### src/source/exuPkg.sv
/*
  Shared widths, op encodings and CSR addresses for the execute unit.
  branchT uses a sparse 3-bit encoding (jal=1, jalr=2, beq..bge=4..7).
*/
package exuPkg;

    localparam int xlen = 64;

    typedef logic [xlen-1:0] xlenT;
    typedef logic [4:0]      regIdxT;
    typedef logic [11:0]     csrAddrT;

    typedef enum logic [3:0] {
        aluAdd, aluSub, aluSll, aluSlt,
        aluSltu, aluXor, aluSrl, aluSra,
        aluOr, aluAnd, aluAddw, aluSubw,
        aluSllw, aluSrlw, aluSraw, aluLui
    } aluOpT;

    typedef enum logic [1:0] {
        mulNone, mulMul, mulMulw
    } mulOpT;

    // taken decision for blt/bge comes from the slt result bit
    typedef enum logic [2:0] {
        brNone = 3'd0,
        brJal  = 3'd1,
        brJalr = 3'd2,
        brBeq  = 3'd4,
        brBne  = 3'd5,
        brBlt  = 3'd6,
        brBge  = 3'd7
    } branchT;

    typedef enum logic [1:0] {
        csrNone, csrRw, csrRs, csrRc
    } csrOpT;

    typedef enum logic [1:0] {
        srcBReg, srcBImm, srcBFour
    } srcBT;

    typedef enum logic [1:0] {
        stIdle, stExec, stMul, stDone
    } ctrlStateT;

    localparam csrAddrT csrMepc   = 12'h341;
    localparam csrAddrT csrMcause = 12'h342;
    localparam csrAddrT csrMtvec  = 12'h305;

    localparam xlenT causeEcallM = 64'd11;

endpackage

### src/source/csrFile.sv
/*
  mepc, mcause and mtvec only; other addresses read zero and ignore writes.
  All updates, including the ecall trap, happen on commit.
*/
`timescale 1ns/1ps

module csrFile (
    input  logic            clk,
    input  logic            arstN,
    input  exuPkg::csrAddrT addr,
    input  exuPkg::csrOpT   op,
    input  exuPkg::xlenT    wData,
    input  logic            commit,
    input  logic            ecall,
    input  exuPkg::xlenT    pc,
    output exuPkg::xlenT    rData,
    output exuPkg::xlenT    mepc,
    output exuPkg::xlenT    mtvec
);
    import exuPkg::*;

    xlenT mcause;
    xlenT newVal;

    always_comb begin
        case (addr)
            csrMepc:   rData = mepc;
            csrMcause: rData = mcause;
            csrMtvec:  rData = mtvec;
            default:   rData = '0;
        endcase
    end

    // read-modify-write value
    always_comb begin
        case (op)
            csrRw:   newVal = wData;
            csrRs:   newVal = rData | wData;
            csrRc:   newVal = rData & ~wData;
            default: newVal = rData;
        endcase
    end

    always_ff @(posedge clk or negedge arstN) begin
        if (!arstN) begin
            mepc   <= '0;
            mcause <= '0;
            mtvec  <= '0;
        end else if (commit && ecall) begin
            mepc   <= pc;
            mcause <= causeEcallM;
        end else if (commit && (op != csrNone)) begin
            case (addr)
                csrMepc:   mepc   <= newVal;
                csrMcause: mcause <= newVal;
                csrMtvec:  mtvec  <= newVal;
                default:   mepc   <= mepc;
            endcase
        end
    end

endmodule

### config.mk
export PLATFORM = sky130hd
export DESIGN_NAME = csrFile
export DESIGN_NICKNAME = d
export VERILOG_FILES = /design/src/source/exuPkg.sv /design/src/source/csrFile.sv
export SDC_FILE = /design/constraint.sdc
export NUM_CORES = 1
export LEC_CHECK = 0
export BUFFER_PORTS_ARGS = -buffer_cell sky130_fd_sc_hd__buf_2
export CAP_MARGIN = 20
export CORE_UTILIZATION = 52
export CTS_CLUSTER_DIAMETER = 120
export DETAILED_ROUTE_END_ITERATION = 8
export GPL_ROUTABILITY_DRIVEN = 0
export PLACE_DENSITY = 0.85
export SYNTH_ARGS = -nofsm -noshare
export SYNTH_HDL_FRONTEND = slang
export SYNTH_SLANG_ARGS = --single-unit
### constraint.sdc
create_clock -name clk -period 2 [get_ports clk]
set_clock_uncertainty 0.05 [all_clocks]
set_input_delay 0.2 -clock clk [delete_from_list [all_inputs] [get_ports clk]]
set_output_delay 0.2 -clock clk [all_outputs]
set_load 0.02 [all_outputs]
==> flow_summary.yaml <==
worst_setup_path:
  arrival_ns: 1.79
  max_stage_delay_ns: 0.62
  crit_chain: "buf_2 > or4_4 > buf_6 > nor3_1 > or2_2 > buf_2"
  critPathSlowestCell: "or4_4"
  r2r_slack_ns: 0.26
  end_kind: "output pin"
  cpMostUsedCell: "buf_2"
  r2r-end: "mtvec[2]$_DFFE_PN0P_"
  r2r-start: "mepc[2]$_DFFE_PN0P_"
  start_kind: "input port"
  crit_type: "input port to output pin"
  crit_fanout: 19
  r2r_cells: 4
  required_ns: 1.75
global_route:
  grt_use_total: 0.398
  overflow: 0
  grt_pass1_wl_um: 67800
  antenna_found_initial: 5
  grt_max_degree: 49
  grt_pass1_vias: 12600
synthesis:
  synth.most_common_cell: "nand2_1"
  synthTopCellsByArea: "dfrtp_1 43%, nand2_1 7.5%, a22oi_1 4.3%, a22o_1 3.9%, o2bb2ai_1 3.9%"
  ys_seq_area_frac: 0.433
  syn-cell-area_mm2: 0.0111
  synthArstFlopShare: 1.00
  synth_cell_types: 46
  syn-num-nets: 1406
  netlist_instances: 1260
  ys_warn_count: 0
  yosys-top-cells-count: "220 x nand2_1, 192 x dfrtp_1, 78 x clkbuf_1, 63 x a22oi_1, 61 x o21ai_1"
  yosys.area.top_type: "dfrtp_1"
  synth_ff_type: "dfrtp_1"
  synth_area_per_cell_um2: 8.80
  synth_seq_cells: 192
  synth_top_area_frac: 0.433
  synth-edff-count: 0
placed_design:
  port_buffers: 337
  place_worst_setup_slack_ns: -0.356
  place_area_mm2: 0.0138
  dp.cells: 1841
  hpwl_um: 28200
run_status:
  status: "complete, but fails checks"
  violations: "DRC, setup timing"
clocking:
  cts.reportedPaths.clkPinSlew_ns: 0.08
  cts_tree: "done"
  clock_latency_ns: 0.44
  clock-sinks: 192
  cts.path.max_buffers: 2
  numCtsBuffers: 17
  root_buffer: "clkbuf_16"
  htreeDepth: 4
timing:
  fmax_ghz: 0.490
  whs_ns: 0.0189
  worst_pin_slew_ns: 0.602
  slew_headroom: 0.597
  setup_tns_ns: -0.0389
  final-setup-viol-count: 1
  report.final.hold_viol_count: 0
  slew_viol_final: 0
  worst_slack_ns: -0.0389
  grt_setup_unrepaired: "true"
  period_needed_ns: 2.04
  period_share: 1.02
detailed_routing:
  antenna_left: 0
  drc: 5
  dr.first_iter.drc_count: 1786
  vias: 12800
  viasPerCell: 6.68
  wl_um: 44000
  first_pass_iters: 9
  wl_per_cell_um: 23.0
floorplanning:
  die_w_um: 148
  num_io_pins: 338
  core_mm2: 0.0210
  rows: 53
  die_area_mm2: 0.0219
  initial_utilization: 0.529
  die_h_um: 148
layout:
  nets: 1764
  drive_gt1_frac: 0.333
  final_area_mm2: 0.0150
  layout.cells.non_filler: 1912
  final_core_util: 0.715
  area.growth.synth_to_final_pct: 35.1
worst_hold_path:
  min_from: "pc[11]"
  hold_path.class: "input port to flop"
  hold-path-cell-count: 3
  hold_path_end: "mepc[11]$_DFFE_PN0P_"
power:
  fin_total_pwr_mw: 9.47
  p_leak_nw: 6.76
  vdd_drop_max_uv: 557
  cellPowerDensity_mw_per_mm2: 632
run:
  max_cap_viol_count: 0
## timing repair
| item | CTS | global route |
|---|---|---|
| endpoints found under the setup margin | 64 | 29 |
| gates resized for setup | 9 | 47 |
| endpoints found under the hold margin | 67 | 0 |
| pin swaps | 0 | 3 |
| hold buffers | 25 | 0 |
| setup buffers | 1 | 3 |
| gates cloned | 0 | 4 |
## layer usage
layer / vias to the layer above / wire length, um / global-route usage
met5: - / 0 / 0
met4: 0 / 2600 / 0.238
met3: 238 / 5090 / 0.0793
met2: 1092 / 20500 / 0.625
met1: 6008 / 15800 / 0.510
li1: 5440 / - / -
## layout by cell type (no fill, tap or decap), drive strengths merged, types with 7 or more instances in the layout
master       instances
o32ai               14
clkbuf              23
and4                15
inv                 11
and2                15
buf                430
o21ai              104
nor2                60
nor3                23
o22ai               32
and3                18
a22o                49
a22oi               63
nand2              220
nand2b               9
o221ai               7
a31oi               36
nand3b              23
a222oi              35
a21oi               37
or2                 14
o2bb2ai             49
nand3               35
xnor2               44
dfrtp              192
dlygate4sd3         25
xor2                17
## area by class of cell
type                            count  area, um^2
Tap cell                          275         344
Clock inverter                     14         148
Clock buffer                       18         439
Fill cell                        1586        5980
Inverter                            4        15.0
Multi-Input combinational cell    943        6030
Sequential cell                   192        4800
Antenna cell                        6        15.0
Timing Repair Buffer              460        3180
## kinds of logic (layout without fill, tap and decap cells)
kind of cell              Yosys count  count (layout)  synth area share
and+or+nand+nor                   447             447             0.193
AOI/OAI and AO/OA                 435             435             0.278
DFF                               192             192             0.433
buffers and inverters             125             496            0.0476
xor gates and xnor gates           61              61            0.0482
other                               0               6                 0
## critical path: cells and delay by family
family                 cells  cell delay [ns]
and+or+nand+nor            3             1.09
buffers and inverters      3             0.50
## where the power goes
group | internal, mW | leakage [nW] | switching [mW]
sequential | 4.05 | 2.53 | 0.157
clock | 1.80 | 0.285 | 1.68
combinational | 0.685 | 3.94 | 1.10
total | 6.53 | 6.76 | 2.93
## worst max path at each step
stage | to | depth (start not counted) | slack (ns) | startpoint
2_1_floorplan | mepc[58]$_DFFE_PN0P_ | 7 | 0.05 | addr[3]
5_1_grt | rData[22] | 6 | -0.03 | addr[3]
3_5_place_dp | mepc[12]$_DFFE_PN0P_ | 7 | -0.36 | addr[5]
3_3_place_gp | mepc[12]$_DFFE_PN0P_ | 7 | -0.31 | addr[3]
4_1_cts | rData[3] | 9 | -0.04 | addr[3]
6_report | rData[15] | 6 | -0.04 | addr[3]
## state kept, by name, indices dropped and copies added, names as in the netlist
name	flops
mcause	64
mepc	64
mtvec	64
Power figures use the tool's default switching activity.
