`config.mk`:
```
export PLATFORM = sky130hd
export DESIGN_NAME = mulCounter
export DESIGN_NICKNAME = d
export VERILOG_FILES = /design/src/source/mulCounter.sv
export SDC_FILE = /design/constraint.sdc
export NUM_CORES = 1
export LEC_CHECK = 0
export BUFFER_PORTS_ARGS = -buffer_cell sky130_fd_sc_hd__buf_2
export CORE_AREA = 2 2 39 41
export CTS_BUF_LIST = sky130_fd_sc_hd__clkbuf_16
export CTS_CLUSTER_DIAMETER = 50
export DETAILED_ROUTE_END_ITERATION = 8
export DIE_AREA = 0 0 41 43
export SLEW_MARGIN = 15
export SYNTH_ARGS = -nofsm -noshare
export SYNTH_HDL_FRONTEND = slang
export SYNTH_SLANG_ARGS = --single-unit
```
`constraint.sdc`:
```
create_clock -name clk -period 5.31 [get_ports clk]
set_input_delay 1.062 -clock clk [delete_from_list [all_inputs] [get_ports clk]]
set_output_delay 1.062 -clock clk [all_outputs]
set_load 0.02 [all_outputs]
```
`src/source/mulCounter.sv`:
```
/*
  Iteration counter for the shift-add multiplier.
  done stays high from the last step until the next start.
*/
`timescale 1ns/1ps

module mulCounter #(
    parameter int mulSteps = 64
) (
    input  logic clk,
    input  logic arstN,
    input  logic start,
    input  logic step,
    output logic done
);
    localparam int cntW = $clog2(mulSteps + 1);

    logic [cntW-1:0] count;
    logic            loaded;

    always_ff @(posedge clk or negedge arstN) begin
        if (!arstN) begin
            count  <= '0;
            loaded <= 1'b0;
        end else if (start) begin
            count  <= cntW'(mulSteps);
            loaded <= 1'b1;
        end else if (step && (count != '0)) begin
            count <= count - 1'b1;
        end
    end

    assign done = loaded && (count == '0);

endmodule

```
==> results.txt, run 1 <==
relative contribution of combinational cells to total power: 16.9%
violation count after the first detailed-routing iteration: 3
layout cells sized above 1: 25.5%
total detailed-routing wirelength: 830 microns
TritonCTS buffer count: 3
final worst path period need: 2730 ps
H-tree level count: 1
antenna violation net count after detailed routing: 0
final setup TNS: 0 ps
CTS tree: yes
Synth Area in Compound Gates: 14.4%
buffer depth of the longest clock path: 2
clock skew: 2.75 ps
cell area reported after detailed placement: 478 sq um
post-synthesis share of cell area spent on xor and xnor gates: 0%
clock network power share: 51.1%
final critical-path share of the clock period: 51.4%
average via count per standard cell: 5.13
leading cell types by total area after synthesis: sky130_fd_sc_hd__dfrtp_1 (45%), sky130_fd_sc_hd__mux2_1 (5.1%), sky130_fd_sc_hd__nor2_1 (5.1%)
Rows: 14
leakage power: 0.249 nW
number of synthesized flops with an enable pin: 0
commonest cells in the synthesized netlist: sky130_fd_sc_hd__dfrtp_1 (8), sky130_fd_sc_hd__nor2_1 (6), sky130_fd_sc_hd__a21oi_1 (3), sky130_fd_sc_hd__nand2_1 (3)
Pre-antenna DRT Iters: 4
overall die height: 43 microns
switching share of power: 23.8%
Hold Buf Count CTS: 0
critical path start-end classification: reg -> out
worst setup slack before clock tree synthesis: 2850 ps
Seq cells post-synth: 8
worst supply voltage drop on vdd: 170 uV
internal cell power: 0.185 mW
unrepaired setup endpoints after global routing: no
Routed WL per cell: 12.4 microns
count of warnings emitted by yosys: 0
top achievable clock speed: 366 MHz
minimum hold slack: 476 ps
Initial Util: 31.9%
ports placed on the boundary: 5
dominant synthesized flop cell: sky130_fd_sc_hd__dfrtp_1
vias in the first global route: 334
Final Max Tran Viols: 0
die width: 41 microns
startpoint types: register
# Post-CTS Setup Buffers: 0
Final Worst Setup Slack: 2580 ps
fraction of registers with async set/reset: 100%
cell area after layout: 553 sq um
combinational family with the most area after synthesis: simple AND/OR/NAND/NOR gates
endpoint class of the critical path: output pin
number of distinct library cell variants in the gate-level netlist after synthesis: 25
Worst Hold Class: reg -> reg
Max Cap Violations: 0
count of buffers inserted at the top-level ports: 4
Die ar.: 0.00176 sq mm
synthesized area per cell: 9.81 sq um
number of antenna diodes: 0
global route total overflow: 0
Area Overhead vs Synth: 25.2%
leading area contributor after synthesis: sky130_fd_sc_hd__dfrtp_1
fin util: 40.0%
routability-driven placement congestion ratio: 0.650
Net Switching: 0.0578 mW
number of failing setup endpoints in the final timing report: 0
sum of net half-perimeters after detailed placement: 601 microns
required time at the worst-slack endpoint: 4250 ps
post-synthesis share of cell area spent on and, or, nand and nor gates: 27.2%
run status: completed
arrival time at the worst endpoint: 1670 ps
cell with the most instances after synthesis: sky130_fd_sc_hd__dfrtp_1
fraction of synthesized area in multiplexers: 7.65%
proportion of power drawn by flip-flops and latches: 32.1%
Worst Tran Pin Value: 466 ps
overall via count from detail_route: 344
number of nets produced by synthesis: 50
antenna violations before repair: 0
number of cells produced by synthesis: 45
Reg clk slew, reported paths: 40 ps
placeable core region: 0.00138 sq mm
pin count of the biggest net entering global routing: 12
clock tree sinks: 8
overall fraction of global-route tracks in use: 12.7%
Post-CTS Resized: 0
Synth Cell Area: 442 sq um
master cell of the clock root buffer: sky130_fd_sc_hd__clkbuf_16
global-route wire length before repair: 1450 microns
final net count: 58
sequential share of the synthesized area: 45.3%
# DRC: 0
final hold violations: 0
power density over cell area: 440 mW/mm^2
Clock Latency Late Sink: 230 ps
worst rel slew slack: 68.5%
critical path fanouts, max: 4
post-synth top area share: 45.3%
adder-cell area share of the yosys netlist: 2.83%
-- state kept, by name, summed over array words and instances, names as in the netlist --
signal,count
count,7
loaded,1
-- placed cells by master (no fill, tap or decap) --
| master | netlist | routed |
|---|---|---|
| sky130_fd_sc_hd__dfrtp_1 | 8 | 8 |
| sky130_fd_sc_hd__nor2_1 | 6 | 6 |
| sky130_fd_sc_hd__buf_2 | 0 | 4 |
| sky130_fd_sc_hd__a21oi_1 | 3 | 3 |
| sky130_fd_sc_hd__nand2_1 | 3 | 3 |
| sky130_fd_sc_hd__clkbuf_16 | 0 | 3 |
| sky130_fd_sc_hd__inv_1 | 2 | 2 |
| sky130_fd_sc_hd__nor2b_1 | 2 | 2 |
| sky130_fd_sc_hd__or2_2 | 2 | 2 |
| sky130_fd_sc_hd__mux2_1 | 2 | 2 |
| sky130_fd_sc_hd__nor4b_1 | 1 | 1 |
| sky130_fd_sc_hd__and3_1 | 1 | 1 |
| sky130_fd_sc_hd__nand3b_1 | 1 | 1 |
| sky130_fd_sc_hd__or4_1 | 1 | 1 |
| sky130_fd_sc_hd__o21ai_0 | 1 | 1 |
| sky130_fd_sc_hd__or4b_4 | 1 | 1 |
| sky130_fd_sc_hd__nor3_1 | 1 | 1 |
| sky130_fd_sc_hd__o211ai_2 | 1 | 1 |
| sky130_fd_sc_hd__a21o_1 | 1 | 1 |
| sky130_fd_sc_hd__o31ai_1 | 1 | 1 |
| sky130_fd_sc_hd__nand2b_1 | 1 | 1 |
| sky130_fd_sc_hd__o21ai_2 | 1 | 1 |
| sky130_fd_sc_hd__a211oi_1 | 1 | 1 |
| sky130_fd_sc_hd__nand4_1 | 1 | 1 |
| sky130_fd_sc_hd__mux2_2 | 1 | 1 |
| sky130_fd_sc_hd__ha_1 | 1 | 1 |
-- power groups by stage --
stage	Sequential [mW]	Combinational, mW	Clock, mW
final	0.0780	0.0410	0.124
after global routing	0.0792	0.0473	0.129
after CTS	0.0777	0.0419	0.127
after detailed placement	0.0782	0.0415	0
after global placement	0.0779	0.0415	0
after floorplan	0.0759	0.0330	0
-- stage by stage --
step,power (mW),cells
after floorplan,0.109,45
after global placement,0.119,64
after detailed placement,0.120,64
after CTS,0.246,67
after global routing,0.255,67
final,0.243,67
-- critical path, stage by stage (launching register included) --
cell and delay (ps):
sky130_fd_sc_hd__dfrtp_1 380, sky130_fd_sc_hd__inv_1 80, sky130_fd_sc_hd__ha_1 200, sky130_fd_sc_hd__nor4b_1 410, sky130_fd_sc_hd__and3_1 210, sky130_fd_sc_hd__buf_2 150
-- cell type report --
class	count	area [sq um]
well taps	16	20.0
multi-input cells	34	230
inverters	2	7.51
repair buffers	4	20.0
clock buffers	3	75.1
flip-flops and latches	8	200
fillers	133	831
-- cell families (layout without fill, tap and decap cells) --
| kind of cell | count (synthesis) | count (layout) |
|---|---|---|
| DFF | 8 | 8 |
| adders and majority gates | 1 | 1 |
| and+or+nand+nor | 21 | 21 |
| AOI/OAI and AO/OA | 9 | 9 |
| muxes | 3 | 3 |
| buffers and inverters | 3 | 9 |
-- final timing paths --
path | start | to | slack, ps | cells past startpoint
setup reg to reg | count[0] | count[0] | 3520 | 5
hold reg to reg | loaded | loaded | 480 | 1
setup / recovery | count[0] | done | 2580 | 5
min in group asynchronous | arstN | count[0] | 660 | 1
max in group asynchronous | arstN | count[4] | 4480 | 1
hold / removal | loaded | loaded | 480 | 1
-- metal layers --
layer	track usage (%)	part of all wire (%)
met2	14.4	46
met5	0	0
met4	10.0	1.7
met3	4.71	4.2
met1	18.4	48
No activity file was read; power rests on OpenSTA's default activity.
==> inputs of run 2 (changes only) <==
==> constraint.sdc (replaced) <==
create_clock -name clk -period 2.3 [get_ports clk]
set_input_delay 0.46 -clock clk [delete_from_list [all_inputs] [get_ports clk]]
set_output_delay 0.46 -clock clk [all_outputs]
set_load 0.02 [all_outputs]
==> run 2 against run 1 <==
Compared with the run above:
- first-iteration DRC count grew 33%
- clock power grew 130%
- global-route usage grew 0.79 points
- sequential share of layout area is the same
- critical path type unchanged
==> results.txt, run 2 (synthesis gave the netlist of run 1 again) <==
number of antenna diodes: 0
startpoint types: register
Initial Util: 31.9%
Clock Latency Late Sink: 230 ps
run status: completed
Final Max Tran Viols: 0
violation count after the first detailed-routing iteration: 4
top achievable clock speed: 473 MHz
Net Switching: 0.133 mW
flip-flop count of the largest register after layout: 7
minimum hold slack: 65.7 ps
number of cells on the worst reg-to-reg path: 5
final hold violations: 0
switching share of power: 23.8%
power density over cell area: 1010 mW/mm^2
antenna violation net count after detailed routing: 0
cell area reported after detailed placement: 478 sq um
Area Overhead vs Synth: 25.2%
average via count per standard cell: 5.22
Worst Hold Class: in -> async
count of buffers inserted at the top-level ports: 4
number of failing setup endpoints in the final timing report: 0
relative contribution of combinational cells to total power: 16.9%
required time at the worst-slack endpoint: 1840 ps
Rows: 14
most used cells in the layout excluding fill and tap cells: sky130_fd_sc_hd__dfrtp_1 (8), sky130_fd_sc_hd__nor2_1 (6), sky130_fd_sc_hd__buf_2 (4)
final net count: 58
clock skew: 0.614 ps
sum of net half-perimeters after detailed placement: 620 microns
worst setup slack before clock tree synthesis: 429 ps
overall fraction of global-route tracks in use: 13.5%
internal cell power: 0.428 mW
fin util: 40.0%
overall die height: 43 microns
unrepaired setup endpoints after global routing: no
pin count of the biggest net entering global routing: 12
vias in the first global route: 357
Die ar.: 0.00176 sq mm
global-route wire length before repair: 1480 microns
leakage power: 0.249 nW
Hold Buf Count CTS: 0
Stages on worst setup path: 5
layout cells sized above 1: 25.5%
critical register-to-register path startpoint: count[0]
endpoint class of the critical path: output pin
TritonCTS buffer count: 3
Routed WL per cell: 12.5 microns
routability-driven placement congestion ratio: 0.643
overall via count from detail_route: 350
H-tree level count: 1
arrival time at the worst endpoint: 1650 ps
ports placed on the boundary: 5
# DRC: 0
final worst path period need: 2110 ps
final setup TNS: 0 ps
global route total overflow: 0
clock tree sinks: 8
Max Cap Violations: 0
register with the most flip-flops: count
cell area after layout: 553 sq um
final critical-path share of the clock period: 91.8%
master cell of the clock root buffer: sky130_fd_sc_hd__clkbuf_16
number of filler cells placed in the layout: 141
critical path fanouts, max: 4
Worst Tran Pin Value: 439 ps
antenna violations before repair: 0
reg-to-reg setup timing slack: 500 ps
placeable core region: 0.00138 sq mm
slowest cell delay on critical path: 380 ps
CTS tree: yes
die width: 41 microns
Reg clk slew, reported paths: 30 ps
critical path start-end classification: reg -> out
worst rel slew slack: 70.4%
# Post-CTS Setup Buffers: 0
Final Worst Setup Slack: 188 ps
total detailed-routing wirelength: 835 microns
clock network power share: 51.1%
worst supply voltage drop on vdd: 397 uV
proportion of power drawn by flip-flops and latches: 31.9%
family with the most delay on the worst path: simple AND/OR/NAND/NOR gates
Worst R2R End: count[0]
buffer depth of the longest clock path: 2
Pre-antenna DRT Iters: 2
most common library cell in the layout ignoring fill and taps: sky130_fd_sc_hd__dfrtp_1
series of cell instances along the critical path: inv_1, ha_1, nor4b_1, and3_1, buf_2
Post-CTS Resized: 0
slowest stage cell on the critical path: sky130_fd_sc_hd__dfrtp_1
largest registers: count: 7 flops, loaded: 1 flops
crit path buf inv count: 2
run 2: cell counts in the layout (fill, tap and decap cells not counted):
Identical to the previous run, type by type.
run 2: final cells by class:
cell class	count	area [sq um]	share of cell area, %
tap	16	20.0	3.62
clock buffer	3	75.1	13.6
multi-input combinational	34	230	41.6
sequential	8	200	36.2
timing repair buffer	4	20.0	3.62
inverter	2	7.51	1.36
run 2: per-layer routing:
metal	vias to the layer above	global-route usage [%]	routed length (microns)
met5	-	0	0
met4	0	14.0	44
met3	5	4.71	26
met2	8	15.9	360
met1	162	17.3	404
li1	175	-	-
run 2: how the worst max path moves through the flow:
stage               startpoint  endpoint  slack, ps
floorplan             count[0]      done        570
global placement      count[0]      done        480
detailed placement    count[0]      done        430
CTS                   count[0]      done        180
global route          count[0]      done         40
finish                count[0]      done        190
run 2: metrics by stage:
step	power, mW	instances
after floorplan	0.252	45
after global placement	0.276	64
after detailed placement	0.277	64
after CTS	0.568	67
after global routing	0.594	67
final	0.561	67
run 2: power groups by stage:
stage | combinational [mW] | clock (mW) | sequential [mW]
final | 0.0950 | 0.287 | 0.179
after global routing | 0.109 | 0.303 | 0.182
after CTS | 0.0967 | 0.292 | 0.180
after detailed placement | 0.0960 | 0 | 0.181
after global placement | 0.0957 | 0 | 0.180
after floorplan | 0.0762 | 0 | 0.175
==> inputs of run 3 (changes only) <==
--- a/config.mk
+++ b/config.mk
@@ -5,6 +5,7 @@
 export SDC_FILE = /design/constraint.sdc
 export NUM_CORES = 1
 export LEC_CHECK = 0
+export ABC_AREA = 1
 export BUFFER_PORTS_ARGS = -buffer_cell sky130_fd_sc_hd__buf_2
 export CORE_AREA = 2 2 39 41
 export CTS_BUF_LIST = sky130_fd_sc_hd__clkbuf_16
==> run 3 against run 2 <==
Compared with the run above:
- register-to-register slack improved by 300 ps
- first-iteration DRC count is 50% higher
- final area rose by 3.8%
- global-route usage is 0.62 points lower
- cell count is 21% higher
- routed wire length grew 2.8%
- hold slack lost 3.0 ps
- combinational power up 37%
- utilization up 1.5 points
- clock skew barely moved
- synthesized cell count is 29% higher
- sequential power increased by 3%
- critical path type unchanged
- highest routed layer unchanged
==> results.txt, run 3 <==
run status: completed
Die ar.: 0.00176 sq mm
dominant synthesized flop cell: sky130_fd_sc_hd__dfrtp_1
number of cells on the worst reg-to-reg path: 8
final hold violations: 0
critical path fanouts, max: 6
violation count after the first detailed-routing iteration: 6
antenna violations before repair: 0
Worst Hold Class: in -> async
Hold Buf Count CTS: 0
global route total overflow: 0
CTS tree: yes
overall die height: 43 microns
Worst R2R End: count[4]
number of antenna diodes: 0
minimum hold slack: 62.8 ps
overall fraction of global-route tracks in use: 12.9%
required time at the worst-slack endpoint: 1840 ps
die width: 41 microns
count of buffers inserted at the top-level ports: 4
cell with the most instances after synthesis: sky130_fd_sc_hd__nand2_1
slowest cell delay on critical path: 370 ps
reg-to-reg setup timing slack: 800 ps
number of nets produced by synthesis: 63
most common library cell in the layout ignoring fill and taps: sky130_fd_sc_hd__nand2_1
Final Max Tran Viols: 0
leakage power: 0.300 nW
most used cells in the layout excluding fill and tap cells: sky130_fd_sc_hd__nand2_1 (18), sky130_fd_sc_hd__dfrtp_1 (8), sky130_fd_sc_hd__inv_1 (7)
Clock Latency Late Sink: 230 ps
top achievable clock speed: 500 MHz
Pre-antenna DRT Iters: 4
count of warnings emitted by yosys: 0
leading cell types by total area after synthesis: sky130_fd_sc_hd__dfrtp_1 (44%), sky130_fd_sc_hd__nand2_1 (15%), sky130_fd_sc_hd__nor2_4 (7.4%)
worst rel slew slack: 82.8%
average via count per standard cell: 4.69
critical register-to-register path startpoint: count[0]
Total Power: 0.601 mW
Seq cells post-synth: 8
commonest cells in the synthesized netlist: sky130_fd_sc_hd__nand2_1 (18), sky130_fd_sc_hd__dfrtp_1 (8), sky130_fd_sc_hd__inv_1 (7)
Routed WL per cell: 10.6 microns
startpoint types: register
series of cell instances along the critical path: inv_1, ha_1, nand2_1, nor3_1, buf_2
arrival time at the worst endpoint: 1540 ps
worst supply voltage drop on vdd: 352 uV
slowest stage cell on the critical path: sky130_fd_sc_hd__dfrtp_1
# Post-CTS Setup Buffers: 0
Initial Util: 33.2%
leading area contributor after synthesis: sky130_fd_sc_hd__dfrtp_1
number of failing setup endpoints in the final timing report: 0
critical path start-end classification: reg -> out
Synth Cell Area: 459 sq um
buffer depth of the longest clock path: 2
master cell of the clock root buffer: sky130_fd_sc_hd__clkbuf_16
final worst path period need: 2000 ps
H-tree level count: 1
ports placed on the boundary: 5
routability-driven placement congestion ratio: 0.753
number of distinct library cell variants in the gate-level netlist after synthesis: 16
clock skew: 0.495 ps
Worst Tran Pin Value: 257 ps
sum of net half-perimeters after detailed placement: 627 microns
Reg clk slew, reported paths: 30 ps
vias in the first global route: 353
unrepaired setup endpoints after global routing: no
final net count: 72
sequential share of the synthesized area: 43.6%
number of filler cells placed in the layout: 136
largest registers: count: 7 flops, loaded: 1 flops
Max Cap Violations: 0
number of cells produced by synthesis: 58
combined area of the multi-input logic cells: 225 sq um
Storage cell area: 200 sq um
antenna violation net count after detailed routing: 0
register with the most flip-flops: count
fraction of registers with async set/reset: 100%
endpoint class of the critical path: output pin
global-route wire length before repair: 1440 microns
layout cells sized above 1: 23.1%
# DRC: 0
power density over cell area: 1050 mW/mm^2
Rows: 14
synthesized area per cell: 7.92 sq um
placeable core region: 0.00138 sq mm
Post-CTS Resized: 0
total detailed-routing wirelength: 858 microns
final setup TNS: 0 ps
number of synthesized flops with an enable pin: 0
clock tree sinks: 8
final critical-path share of the clock period: 86.9%
Area Overhead vs Synth: 25.1%
pin count of the biggest net entering global routing: 9
overall via count from detail_route: 380
post-synth top area share: 43.6%
TritonCTS buffer count: 3
flip-flop count of the largest register after layout: 7
run 3: how the worst max path moves through the flow:
stage,startpoint,endpoint,slack [ps],cells past startpoint
after floorplan,count[0],done,490,4
after global placement,count[0],done,620,5
after detailed placement,count[0],done,560,5
after CTS,count[0],done,300,5
after global routing,count[0],done,190,5
final,count[0],done,300,5
run 3: per-stage QoR:
stage	utilization, %	setup WS (ps)	cell area [sq um]	instances
floorplan	-	492	459	58
global placement	36.1	618	499	78
detailed placement	36.1	564	499	78
CTS	41.5	301	574	81
global route	41.5	192	574	81
finish	41.5	300	574	81
run 3: where the power goes:
group	internal [mW]	switching, mW	leakage [nW]
Sequential	0.162	0.0221	0.0977
Clock	0.224	0.0635	0.0370
Combinational	0.0501	0.0799	0.165
Total	0.436	0.166	0.300
run 3: layer usage:
layer	up-vias	global-route usage [%]	part of all wire [%]
met5	-	0	0
met4	0	12.0	3.7
met3	4	4.71	3.7
met2	7	16.9	46
met1	171	15.2	47
li1	198	-	-
run 3: kinds of logic (layout without fill, tap and decap cells):
family,Yosys count,in the layout,synth area share [%]
xor+xnor,1,1,1.91
buf+inv,9,16,7.36
flops,8,8,43.6
simple gates,37,37,40.9
fa+ha+maj,1,1,2.72
compound gates,2,2,3.54
run 3: final cells by class:
cell class	instances	area share, %
inverters	9	5.88
well taps	16	3.49
clock buffers	3	13.1
repair buffers	4	3.49
multi-input cells	41	39.2
flip-flops and latches	8	34.9
run 3: worst max-delay path, delay by kind of cell (launching register included):
kind / cells / cell delay, ps
buf+inv: 2 / 350
simple gates: 2 / 300
fa+ha+maj: 1 / 280
flops: 1 / 370
