<file path="config.mk">
export PLATFORM = sky130hd
export DESIGN_NAME = nextAddr
export DESIGN_NICKNAME = d
export VERILOG_FILES = /design/src/source/exuPkg.sv /design/src/source/nextAddr.sv
export SDC_FILE = /design/constraint.sdc
export NUM_CORES = 1
export LEC_CHECK = 0
export ABC_AREA = 1
export BUFFER_PORTS_ARGS = -buffer_cell sky130_fd_sc_hd__buf_2
export CAP_MARGIN = 10
export CORE_AREA = 2 2 154 156
export DETAILED_ROUTE_END_ITERATION = 6
export DIE_AREA = 0 0 156 158
export GPL_ROUTABILITY_DRIVEN = 0
export PLACE_DENSITY = 0.67
export SYNTH_ARGS = -nofsm -noshare
export SYNTH_HDL_FRONTEND = slang
export SYNTH_SLANG_ARGS = --single-unit
</file>
<file path="constraint.sdc">
create_clock -name vclk -period 3.8
set_input_delay 0.19 -clock vclk [all_inputs]
set_output_delay 0.19 -clock vclk [all_outputs]
set_load 0.01 [all_outputs]
</file>
<file path="src/source/exuPkg.sv">
/*
  Shared widths, op encodings and CSR addresses for the execute unit.
  branchT uses a sparse 3-bit encoding (jal=1, jalr=2, beq..bge=4..7).
*/
package exuPkg;

    localparam int xlen = 64;

    typedef logic [xlen-1:0] xlenT;
    typedef logic [4:0]      regIdxT;
    typedef logic [11:0]     csrAddrT;

    typedef enum logic [3:0] {
        aluAdd, aluSub, aluSll, aluSlt,
        aluSltu, aluXor, aluSrl, aluSra,
        aluOr, aluAnd, aluAddw, aluSubw,
        aluSllw, aluSrlw, aluSraw, aluLui
    } aluOpT;

    typedef enum logic [1:0] {
        mulNone, mulMul, mulMulw
    } mulOpT;

    // taken decision for blt/bge comes from the slt result bit
    typedef enum logic [2:0] {
        brNone = 3'd0,
        brJal  = 3'd1,
        brJalr = 3'd2,
        brBeq  = 3'd4,
        brBne  = 3'd5,
        brBlt  = 3'd6,
        brBge  = 3'd7
    } branchT;

    typedef enum logic [1:0] {
        csrNone, csrRw, csrRs, csrRc
    } csrOpT;

    typedef enum logic [1:0] {
        srcBReg, srcBImm, srcBFour
    } srcBT;

    typedef enum logic [1:0] {
        stIdle, stExec, stMul, stDone
    } ctrlStateT;

    localparam csrAddrT csrMepc   = 12'h341;
    localparam csrAddrT csrMcause = 12'h342;
    localparam csrAddrT csrMtvec  = 12'h305;

    localparam xlenT causeEcallM = 64'd11;

endpackage

</file>
<file path="src/source/nextAddr.sv">
/*
  Next-pc unit. ecall takes priority over mret. Bit 0 of dnpc is always cleared,
  which also covers the jalr target rule.
*/
`timescale 1ns/1ps

module nextAddr (
    input  exuPkg::branchT branch,
    input  logic           zero,
    input  logic           less,
    input  exuPkg::xlenT   pc,
    input  exuPkg::xlenT   imm,
    input  exuPkg::xlenT   rs1Val,
    input  exuPkg::xlenT   mepc,
    input  exuPkg::xlenT   mtvec,
    input  logic           ecall,
    input  logic           mret,
    output exuPkg::xlenT   dnpc
);
    import exuPkg::*;

    logic useRs1;
    logic taken;
    xlenT sum;

    always_comb begin
        useRs1 = 1'b0;
        case (branch)
            brJal:   taken = 1'b1;
            brJalr: begin
                useRs1 = 1'b1;
                taken  = 1'b1;
            end
            brBeq:   taken = zero;
            brBne:   taken = !zero;
            brBlt:   taken = less;
            brBge:   taken = zero || !less;
            default: taken = 1'b0;
        endcase
    end

    assign sum  = (useRs1 ? rs1Val : pc) + (taken ? imm : xlenT'(4));
    assign dnpc = ecall ? {mtvec[63:1], 1'b0} :
                  mret  ? {mepc[63:1], 1'b0}  :
                          {sum[63:1], 1'b0};

endmodule

</file>
==> results of run 1 <==
cell usage after synthesis (6+ instances only):
| cell | n |
|---|---|
| sky130_fd_sc_hd__a21boi_0 | 7 |
| sky130_fd_sc_hd__a21o_1 | 17 |
| sky130_fd_sc_hd__a21oi_1 | 105 |
| sky130_fd_sc_hd__a31oi_1 | 9 |
| sky130_fd_sc_hd__clkbuf_1 | 43 |
| sky130_fd_sc_hd__ha_1 | 62 |
| sky130_fd_sc_hd__inv_1 | 202 |
| sky130_fd_sc_hd__nand2_1 | 482 |
| sky130_fd_sc_hd__nand2_2 | 13 |
| sky130_fd_sc_hd__nand3_1 | 53 |
| sky130_fd_sc_hd__nor2_1 | 270 |
| sky130_fd_sc_hd__nor3_1 | 7 |
| sky130_fd_sc_hd__nor4_1 | 6 |
| sky130_fd_sc_hd__o21a_1 | 10 |
| sky130_fd_sc_hd__o21ai_0 | 109 |
| sky130_fd_sc_hd__o21ai_1 | 33 |
| sky130_fd_sc_hd__o21bai_1 | 13 |
| sky130_fd_sc_hd__xnor2_1 | 12 |
| sky130_fd_sc_hd__xor2_1 | 16 |
kinds of logic after synthesis:
group,count (synthesis)
AND/OR/NAND/NOR,848
adder cells (fa/ha/maj),63
XOR/XNOR,28
multiplexers,1
buffers and inverters,253
AO/OA/AOI/OAI,317
other,1
final cells by class:
cell class         instances  area (sq um)  area share (%)
multi-input cells       1258          6210           64.83
well taps                290         362.8           3.788
diodes                     2         5.005         0.05225
repair buffers           415          2223           23.21
inverters                206         778.2           8.124
per-stage QoR:
step / TNS, ns / worst slack [ns] / cells
after floorplan: 0 / 0.8434 / 1511
after global placement: 0 / 0.1963 / 2167
after detailed placement: 0 / 0.1061 / 2167
after CTS: 0 / 0.1049 / 2167
after global routing: -0.01525 / -0.008614 / 2170
final: 0 / 0.1936 / 2171
power by group through the flow:
stage               clock network, mW  logic [mW]  registers, mW
finish                   0.0000000704        1.69              0
floorplan                           0        1.01              0
detailed placement                  0        1.64              0
global route             0.0000000352        1.87              0
CTS                                 0        1.65              0
global placement                    0        1.62              0
worst paths after layout:
check / start / end / slack (ns) / cells past startpoint
max: branch[0] / dnpc[58] / 0.19 / 21
min: mtvec[62] / dnpc[62] / 0.66 / 4
per-layer routing:
metal  GRT usage [%]  up-vias  wire length, microns
met5               0        -                    24
met4           4.543        4                   731
met3           3.230       53                  2796
met2           41.26      505                 14540
met1           33.44     4713                 14570
li1                -     5529                     -
timing repair:
| item | CTS | global route |
|---|---|---|
| gates resized for setup | 0 | 11 |
| buffers inserted | 0 | 0 |
| setup endpoints to repair | 0 | 9 |
==> results.md, run 1 <==
Outcome:
- The flow ran to the end, and the final reports show no timing, DRC or antenna violations.

Pwr:
- The ratio of total power to cell area is about 180 mW/mm^2.
- Summed over all cells, the static leakage comes to 5.569 nW.
- Internal power comes to roughly 640 uW.
- The switching share of power is about three fifths.
- The maximum ir drop on the vdd rail is 0.1125 mV.
- The power after layout is about 1.7 mW.
- The sequential fraction of design power is 0%.
- The clock share of power is 0%.
- The net switching component of the power is 1.046 mW.
- Of the total power, combinational logic draws 100.0%.

Synthesis:
- The multiplexer area fraction after synthesis is less than 1%.
- Synthesis produced a netlist whose cell count is roughly 1.5k.
- For this run, the number of Yosys warnings is 0.
- The synthesized design spends more area on one cell type than any other, namely sky130_fd_sc_hd__nand2_1.
- The number of unique standard cell types used by synthesis is 43.
- Summing the areas of all xor and xnor instances in the mapped netlist gives 3.427% of the synthesized area.
- The post-synthesis compound-gate area fraction is between 20% and 30%.
- The simple-gate share of the synthesized area is about 47%.
- After synthesis, flip-flops and latches occupy 0% of the total area.
- The net count of the mapped netlist is approximately 1.9k.
- In this run the mean area of a mapped cell was approximately 4.7 sq um.
- Summing the areas of all fa, ha and maj instances in the mapped netlist gives roughly 11% of the synthesized area.
- The dominant combinational cell family by area after synthesis is simple AND/OR/NAND/NOR gates.
- After synthesis, the cell types taking the most area are sky130_fd_sc_hd__nand2_1 (25%), sky130_fd_sc_hd__nor2_1 (14%), sky130_fd_sc_hd__ha_1 (11%).
- The cell area after technology mapping is between 0.007 and 0.008 sq mm.
- Of the post-synthesis cell area, the dominant cell type holds between 20% and 30%.

Worst setup path:
- The signal on the critical path passes through buf_2 > inv_1 > nand3_2 > inv_2 > nor2_1 > nand2_2 > inv_6 > buf_12 > nor2_1 > ha_1 > a21o_1 > a31oi_1 > o21ai_0 > a21oi_1 > nand3_1 > a21oi_1 > xor2_1 > nand2_1 > nand2_1 > nand2_1 > buf_2.
- The critical path class is in2out.
- The worst setup path is captured at an output port.
- In this design, the critical path's most frequently occurring cell is sky130_fd_sc_hd__nand2_1.
- The family with the most delay on the worst path is compound AO/OA/AOI/OAI gates.
- Counting both buffers and inverters, the worst setup path holds a total of 6.
- The arrival time reported for the critical path endpoint is ~3.4 ns.
- The delay contributed by the slowest stage of the critical path is approximately 0.32 ns.
- The startpoint class of the critical path is an input pin.
- The slowest stage of the critical path belongs to the cell sky130_fd_sc_hd__a21oi_1.
- The required arrival time at the worst endpoint is approximately 3.6 ns.
- In this run the worst path has a maximum fanout of 16.

Final layout:
- The layout has 0 clock buffers.
- The ratio of cells with drive above 1 in the final layout is 24.06%.
- The area taken by flip-flops and latches is 0 sq um.
- The core utilization of the finished layout is a little over 40%.
- In the finished design the tool counted flip-flops and latches totalling 0.
- The filler cells instantiated in the layout total ~2.6k.
- The cell area after layout is 0.009579 sq mm.
- The most common cell after layout, fill and taps aside is sky130_fd_sc_hd__nand2_1.
- Leaving out fill and tap cells, the most frequent cells in the layout are sky130_fd_sc_hd__nand2_1 (480), sky130_fd_sc_hd__buf_2 (387), sky130_fd_sc_hd__nor2_1 (269).
- Relative to the synthesized area, the layout overhead comes to 33.87%.
- The count of nets after finishing is about 2.3k.

Route:
- The number of vias per cell after detailed routing is ~5.0.
- The number of iterations in the first detailed-routing pass is 5.
- The remaining number of nets flagged by the antenna check after routing is 0.
- For this run, design rule violations remaining after detail routing come to 0.
- The final layout contains routed wiring with a total length of approximately 33000 microns.
- The via total after detailed routing is around 11k.
- The detailed router's first-iteration violation count is 923.
- Dividing the detail-routed wire length by the instance count gives ~15 microns.

Placement:
- After detailed placement, the total cell area comes to ~0.0095 sq mm.
- The post-detailed-placement half-perimeter wirelength is approximately 28000 microns.
- The number of I/O port buffers is approximately 390.

Timing:
- The final number of hold-violating endpoints is 0.
- The final worst-path cycle share is 94.91%.
- The final-report max-slew violation count was 0.
- The transition time at the pin with the least slew margin is approximately 1.0 ns.
- The worst pin sits at a relative slew slack of about a third.
- Final hold analysis gives a worst-case slack of 0.6581 ns.
- Setup violations remaining at the end of the flow were counted as 0.
- The worst path in the final design needs a cycle of about 3.6 ns, including I/O delays and setup.
- Derived from the worst setup path, the maximum achievable clock frequency is roughly 280 MHz.

Hold path:
- The class of the worst hold path is in2out.

Global routing:
- The via count of the first global-routing pass came to ~9.5k.
- The initial antenna violation count is 4.
- The sum of overflow across all layers after global routing is 0.
- Global routing used about 24% of the available tracks across all layers.
- The first global-routing pass estimated 48090 microns of wire.
- The largest net degree at the start of global routing is 109.

Floorplanning:
- The effective utilization at floorplan is 31.04%.
- In this run the vertical extent of the chip is between 150 and 200 microns.
- The floorplan has 56 rows.
- Measured along the x axis, the die boundary spans between 150 and 200 microns.
- The die covers ~0.025 sq mm.
- The count of pins on the block boundary is about 390.
- The core region is roughly 0.023 sq mm.

Clock network:
- After clock tree synthesis, the flow added hold-fix buffers numbering 0.

Run:
- The tool flagged a number of max-cap violations equal to 0.
(Power assumes the default switching activity.)
==> run 2: changes to the inputs <==
==> config.mk (replaced) <==
export PLATFORM = sky130hd
export DESIGN_NAME = nextAddr
export DESIGN_NICKNAME = d
export VERILOG_FILES = /design/src/source/exuPkg.sv /design/src/source/nextAddr.sv
export SDC_FILE = /design/constraint.sdc
export NUM_CORES = 1
export LEC_CHECK = 0
export BUFFER_PORTS_ARGS = -buffer_cell sky130_fd_sc_hd__buf_2
export CAP_MARGIN = 10
export CORE_AREA = 2 2 151 153
export DETAILED_ROUTE_END_ITERATION = 6
export DIE_AREA = 0 0 153 155
export GPL_ROUTABILITY_DRIVEN = 0
export PLACE_DENSITY = 0.64
export SYNTH_ARGS = -nofsm -noshare
export SYNTH_HDL_FRONTEND = slang
export SYNTH_SLANG_ARGS = --single-unit
==> results.md, run 2 <==
Outcome:
- The run finished, with violations left.
- The final reports fail on setup timing.

Placement:
- The cell area after placement is 0.009648 sq mm (+1.6%).
- The number of I/O port buffers is 388 (unchanged).
- The count of placed standard cells including taps is 1696 (-22%).
- The post-detailed-placement half-perimeter wirelength is 23590 microns (-15%).

Route:
- The via total after detailed routing is 9074 (-16%).
- The number of iterations in the first detailed-routing pass is 5 (unchanged).
- The detailed-route wire length is 30830 microns (-5.6%).
- The number of vias per cell after detailed routing is 5.173 (+4.0%).
- The average wire per standard cell is 17.58 microns (+17%).
- The number of DRC violations after detailed routing is 0 (unchanged).
- The remaining number of nets flagged by the antenna check after routing came to 0 (unchanged).
- The detailed router's first-iteration violation count is 481 (-48%).

Synthesis:
- Of all cell types, the one taking the most synthesized area is sky130_fd_sc_hd__mux2_2.
- The area share of the largest cell type after synthesis is 13.23% (-12 points).
- The xor and xnor fraction of the mapped netlist area is 8.720% (+5.3 points).
- In the post-synthesis netlist, the cell with the most instances is sky130_fd_sc_hd__a21oi_1.
- The cell count after synthesis was 900 (-40%).
- The sequential element share of the synthesized area is 0% (unchanged).
- The post-synthesis compound-gate area fraction came to 36.02% (+11 points).
- The cell area after technology mapping is 0.006127 sq mm (-14%).
- The dominant combinational cell family by area after synthesis is compound AO/OA/AOI/OAI gates.
- By area the synthesized netlist is led by sky130_fd_sc_hd__mux2_2 (13%), sky130_fd_sc_hd__ha_1 (13%), sky130_fd_sc_hd__a21oi_1 (8.2%).
- The warning count from the yosys run is 0 (unchanged).
- Sorting the synthesized cells by how often they occur yields sky130_fd_sc_hd__a21oi_1 (100), sky130_fd_sc_hd__nand2_1 (89), sky130_fd_sc_hd__and3_1 (74).
- The average size of a mapped cell is 6.808 sq um (+44%).
- The number of unique standard cell types used by synthesis is 65 (+51%).
- The adder and majority gate portion of the synthesized area is 12.99% (+1.9 points).
- The net count of the mapped netlist was 1290 (-32%).
- The simple-gate share of the synthesized area is 22.44% (-25 points).
- The multiplexer area fraction after synthesis is 14.21% (+14 points).

Final layout:
- The library cells used most frequently in the layout, excluding fill and tap cells, are sky130_fd_sc_hd__buf_2 (380), sky130_fd_sc_hd__buf_4 (207), sky130_fd_sc_hd__nand2_1 (77).
- The count of flip-flops and latches is 0 (unchanged).
- The core utilization of the finished layout was 52.32% (+11 points).
- The cell area after layout was 0.01163 sq mm (+21%).
- The count of nets after finishing is 1858 (-18%).
- The layout overhead on the synthesized area is 89.79%.
- The number of cells in the finished layout apart from fillers is 1754 (-19%).
- Leaving out fill and tap cells, the most frequent cell in the layout is sky130_fd_sc_hd__buf_2.
- The ratio of cells with drive above 1 in the final layout is 60.71% (+37 points).
- The area of combinational cells with multiple inputs was 0.007106 sq mm (+14%).
- The number of fill cells was 2103 (-19%).
- The total of clock buffers placed in the layout came to 0 (unchanged).
- The area taken by flip-flops and latches is 0 sq um (unchanged).

Worst setup path:
- The number of buffers and inverters on the critical path is 7 (+1).
- The delay contributed by the slowest stage of the critical path is 0.34 ns (+0.02 ns).
- The cell type of the slowest stage on the worst timing path is sky130_fd_sc_hd__o41ai_4.
- The critical path class is in2out.
- Walking the worst path, the cells encountered are buf_6 > and3b_1 > o21ai_4 > buf_12 > buf_4 > clkbuf_16 > and3_1 > ha_4 > buf_4 > nand3_1 > o21a_2 > buf_6 > a211oi_4 > o31a_2 > a41oi_4 > o31ai_4 > a31oi_4 > o41ai_4 > xnor2_1 > a21oi_2 > buf_2.
- The startpoint class of the critical path is an input pin.
- The arrival time reported for the critical path endpoint was 4.06 ns (+0.64 ns).
- The required arrival time at the worst endpoint is 3.61 ns (about the same).
- The top fanout value on the critical path was 9 (-7).
- On the critical path the largest part of the delay comes from compound AO/OA/AOI/OAI gates.
- The kind of end point of the critical path is an output port.

Floorplanning:
- The die height is 155 microns (-1.9%).
- The core footprint came to 0.02223 sq mm (-3.6%).
- The count of pins on the block boundary is 391 (unchanged).
- The effective utilization at floorplan is 27.57% (-3.5 points).
- The cell row count came to 55 (-1.8%).
- The area enclosed by the die boundary is 0.02372 sq mm (-3.8%).
- The width of the die is 153 microns (-1.9%).

Pwr:
- The leakage dissipation is 5.778 nW (+3.8%).
- The maximum ir drop on the vdd rail came to 0.08637 mV (-23%).
- The power after layout came to 2.607 mW (+54%).
- The ratio of total power to cell area is 224.2 mW/mm^2 (+27%).

Timing:
- The transition time at the pin with the least slew margin is 0.6745 ns (-0.3455 ns).
- The final worst-path cycle share is 112.0% (+17 points).
- The final-report max-slew violation count is 0 (unchanged).
- The timing-limited maximum frequency is 235.1 MHz (-15%).
- The final period demand of the worst path is 4.254 ns (+0.6477 ns).
- The final number of hold-violating endpoints is 0 (unchanged).
- The worst slack on hold paths came to 0.6591 ns (+0.001066 ns).
- Setup repair after global routing could not meet its margin everywhere.
- The setup slack after layout came to -0.4541 ns (-0.6477 ns).
- The total setup violations reported at the end of the flow came to 36 (+36).
- The worst slew margin relative to its limit was 54.94% (+23 points).

Global routing:
- The largest net degree at the start of global routing is 52 (-52%).
- The via count of the first global-routing pass was 9033 (-4.9%).
- The overall routing resource usage is 22.89% (-1.5 points).
- The global-route wire length before repair was 45220 microns (-6.0%).
- The initial antenna violation count was 3 (-1).
- The sum of overflow across all layers after global routing was 0 (unchanged).

Hold path:
- The start point of the worst min-delay path is mtvec[24].
- The worst hold path stage count was 3 (-1).
- The endpoint of the worst hold-timing path is dnpc[24].
- The class of the worst hold path is in2out.

Clock network:
- The number of buffers added to fix hold violations after cts is 0 (unchanged).

Run:
- The count of maximum capacitance violations was 0 (unchanged).
## run 2: cell types whose count changed after synthesis, sizes merged, moves of 19 or more
cell and change:
nor2 -231, o21a +24, o211ai +19, xnor2 +25, mux2 +72, inv -190, and3 +72, o21ai -70
nand2 -406, nand3 -40
## run 2: cell families after synthesis
| group | after synthesis |
|---|---|
| AOI/OAI and AO/OA | 339 |
| and+or+nand+nor | 274 |
| buffers and inverters | 84 |
| muxes | 78 |
| adders and majority gates | 63 |
| xor gates and xnor gates | 61 |
| other | 1 |
## run 2: repair_timing
| item | CTS | global route |
|---|---|---|
| buffers inserted | 30 | 30 |
| pin swaps | 89 | 99 |
| gates cloned | 0 | 3 |
| endpoints found under the setup margin | 42 | 46 |
| resized for setup | 198 | 110 |
## run 2: routing by layer
layer / up-vias / routed length (microns) / global-route usage, % / part of all wire (%)
li1: 4506 / - / - / -
met3: 28 / 1461 / 1.950 / 4.7
met5: - / 0 / 0 / 0
met2: 292 / 16040 / 44.37 / 52
met4: 0 / 485 / 2.998 / 1.6
met1: 4248 / 12840 / 28.07 / 42
## run 2: worst max path at each step
stage                     endpoint  slack [ns]  startpoint  depth (start not counted)
final                     dnpc[60]       -0.45   branch[1]                         21
after floorplan           dnpc[56]       0.003   branch[2]                         16
after global placement    dnpc[33]       -0.66   branch[2]                         20
after detailed placement  dnpc[63]       -0.64   branch[1]                         19
after global routing      dnpc[32]       -0.58   branch[1]                         21
after CTS                 dnpc[32]       -0.42   branch[0]                         20
## run 2: layout make-up
class,count,share of cell area [%]
Tap cell,285,3.066
Inverter,16,0.5165
Antenna cell,3,0.06456
Multi-Input combinational cell,816,61.10
Timing Repair Buffer,634,35.25
## run 2: stage by stage
step | setup WS (ns) | TNS, ns
CTS | -0.4244 | -7.645
floorplan | 0.003328 | 0
global placement | -0.6602 | -15.49
global route | -0.5800 | -14.72
detailed placement | -0.6365 | -16.50
finish | -0.4541 | -8.172
## run 2: worst min-delay path, delay by kind of cell
family | cells | cell delay [ns]
compound gates | 1 | 0.09
buf+inv | 2 | 0.20
## run 2: report_power, final
part | switching [mW] | leakage [nW] | internal (mW)
logic | 1.28 | 5.78 | 1.33
clock network | 0 | 0.0000190 | 0.000000106
registers | 0 | 0 | 0
total | 1.28 | 5.78 | 1.33
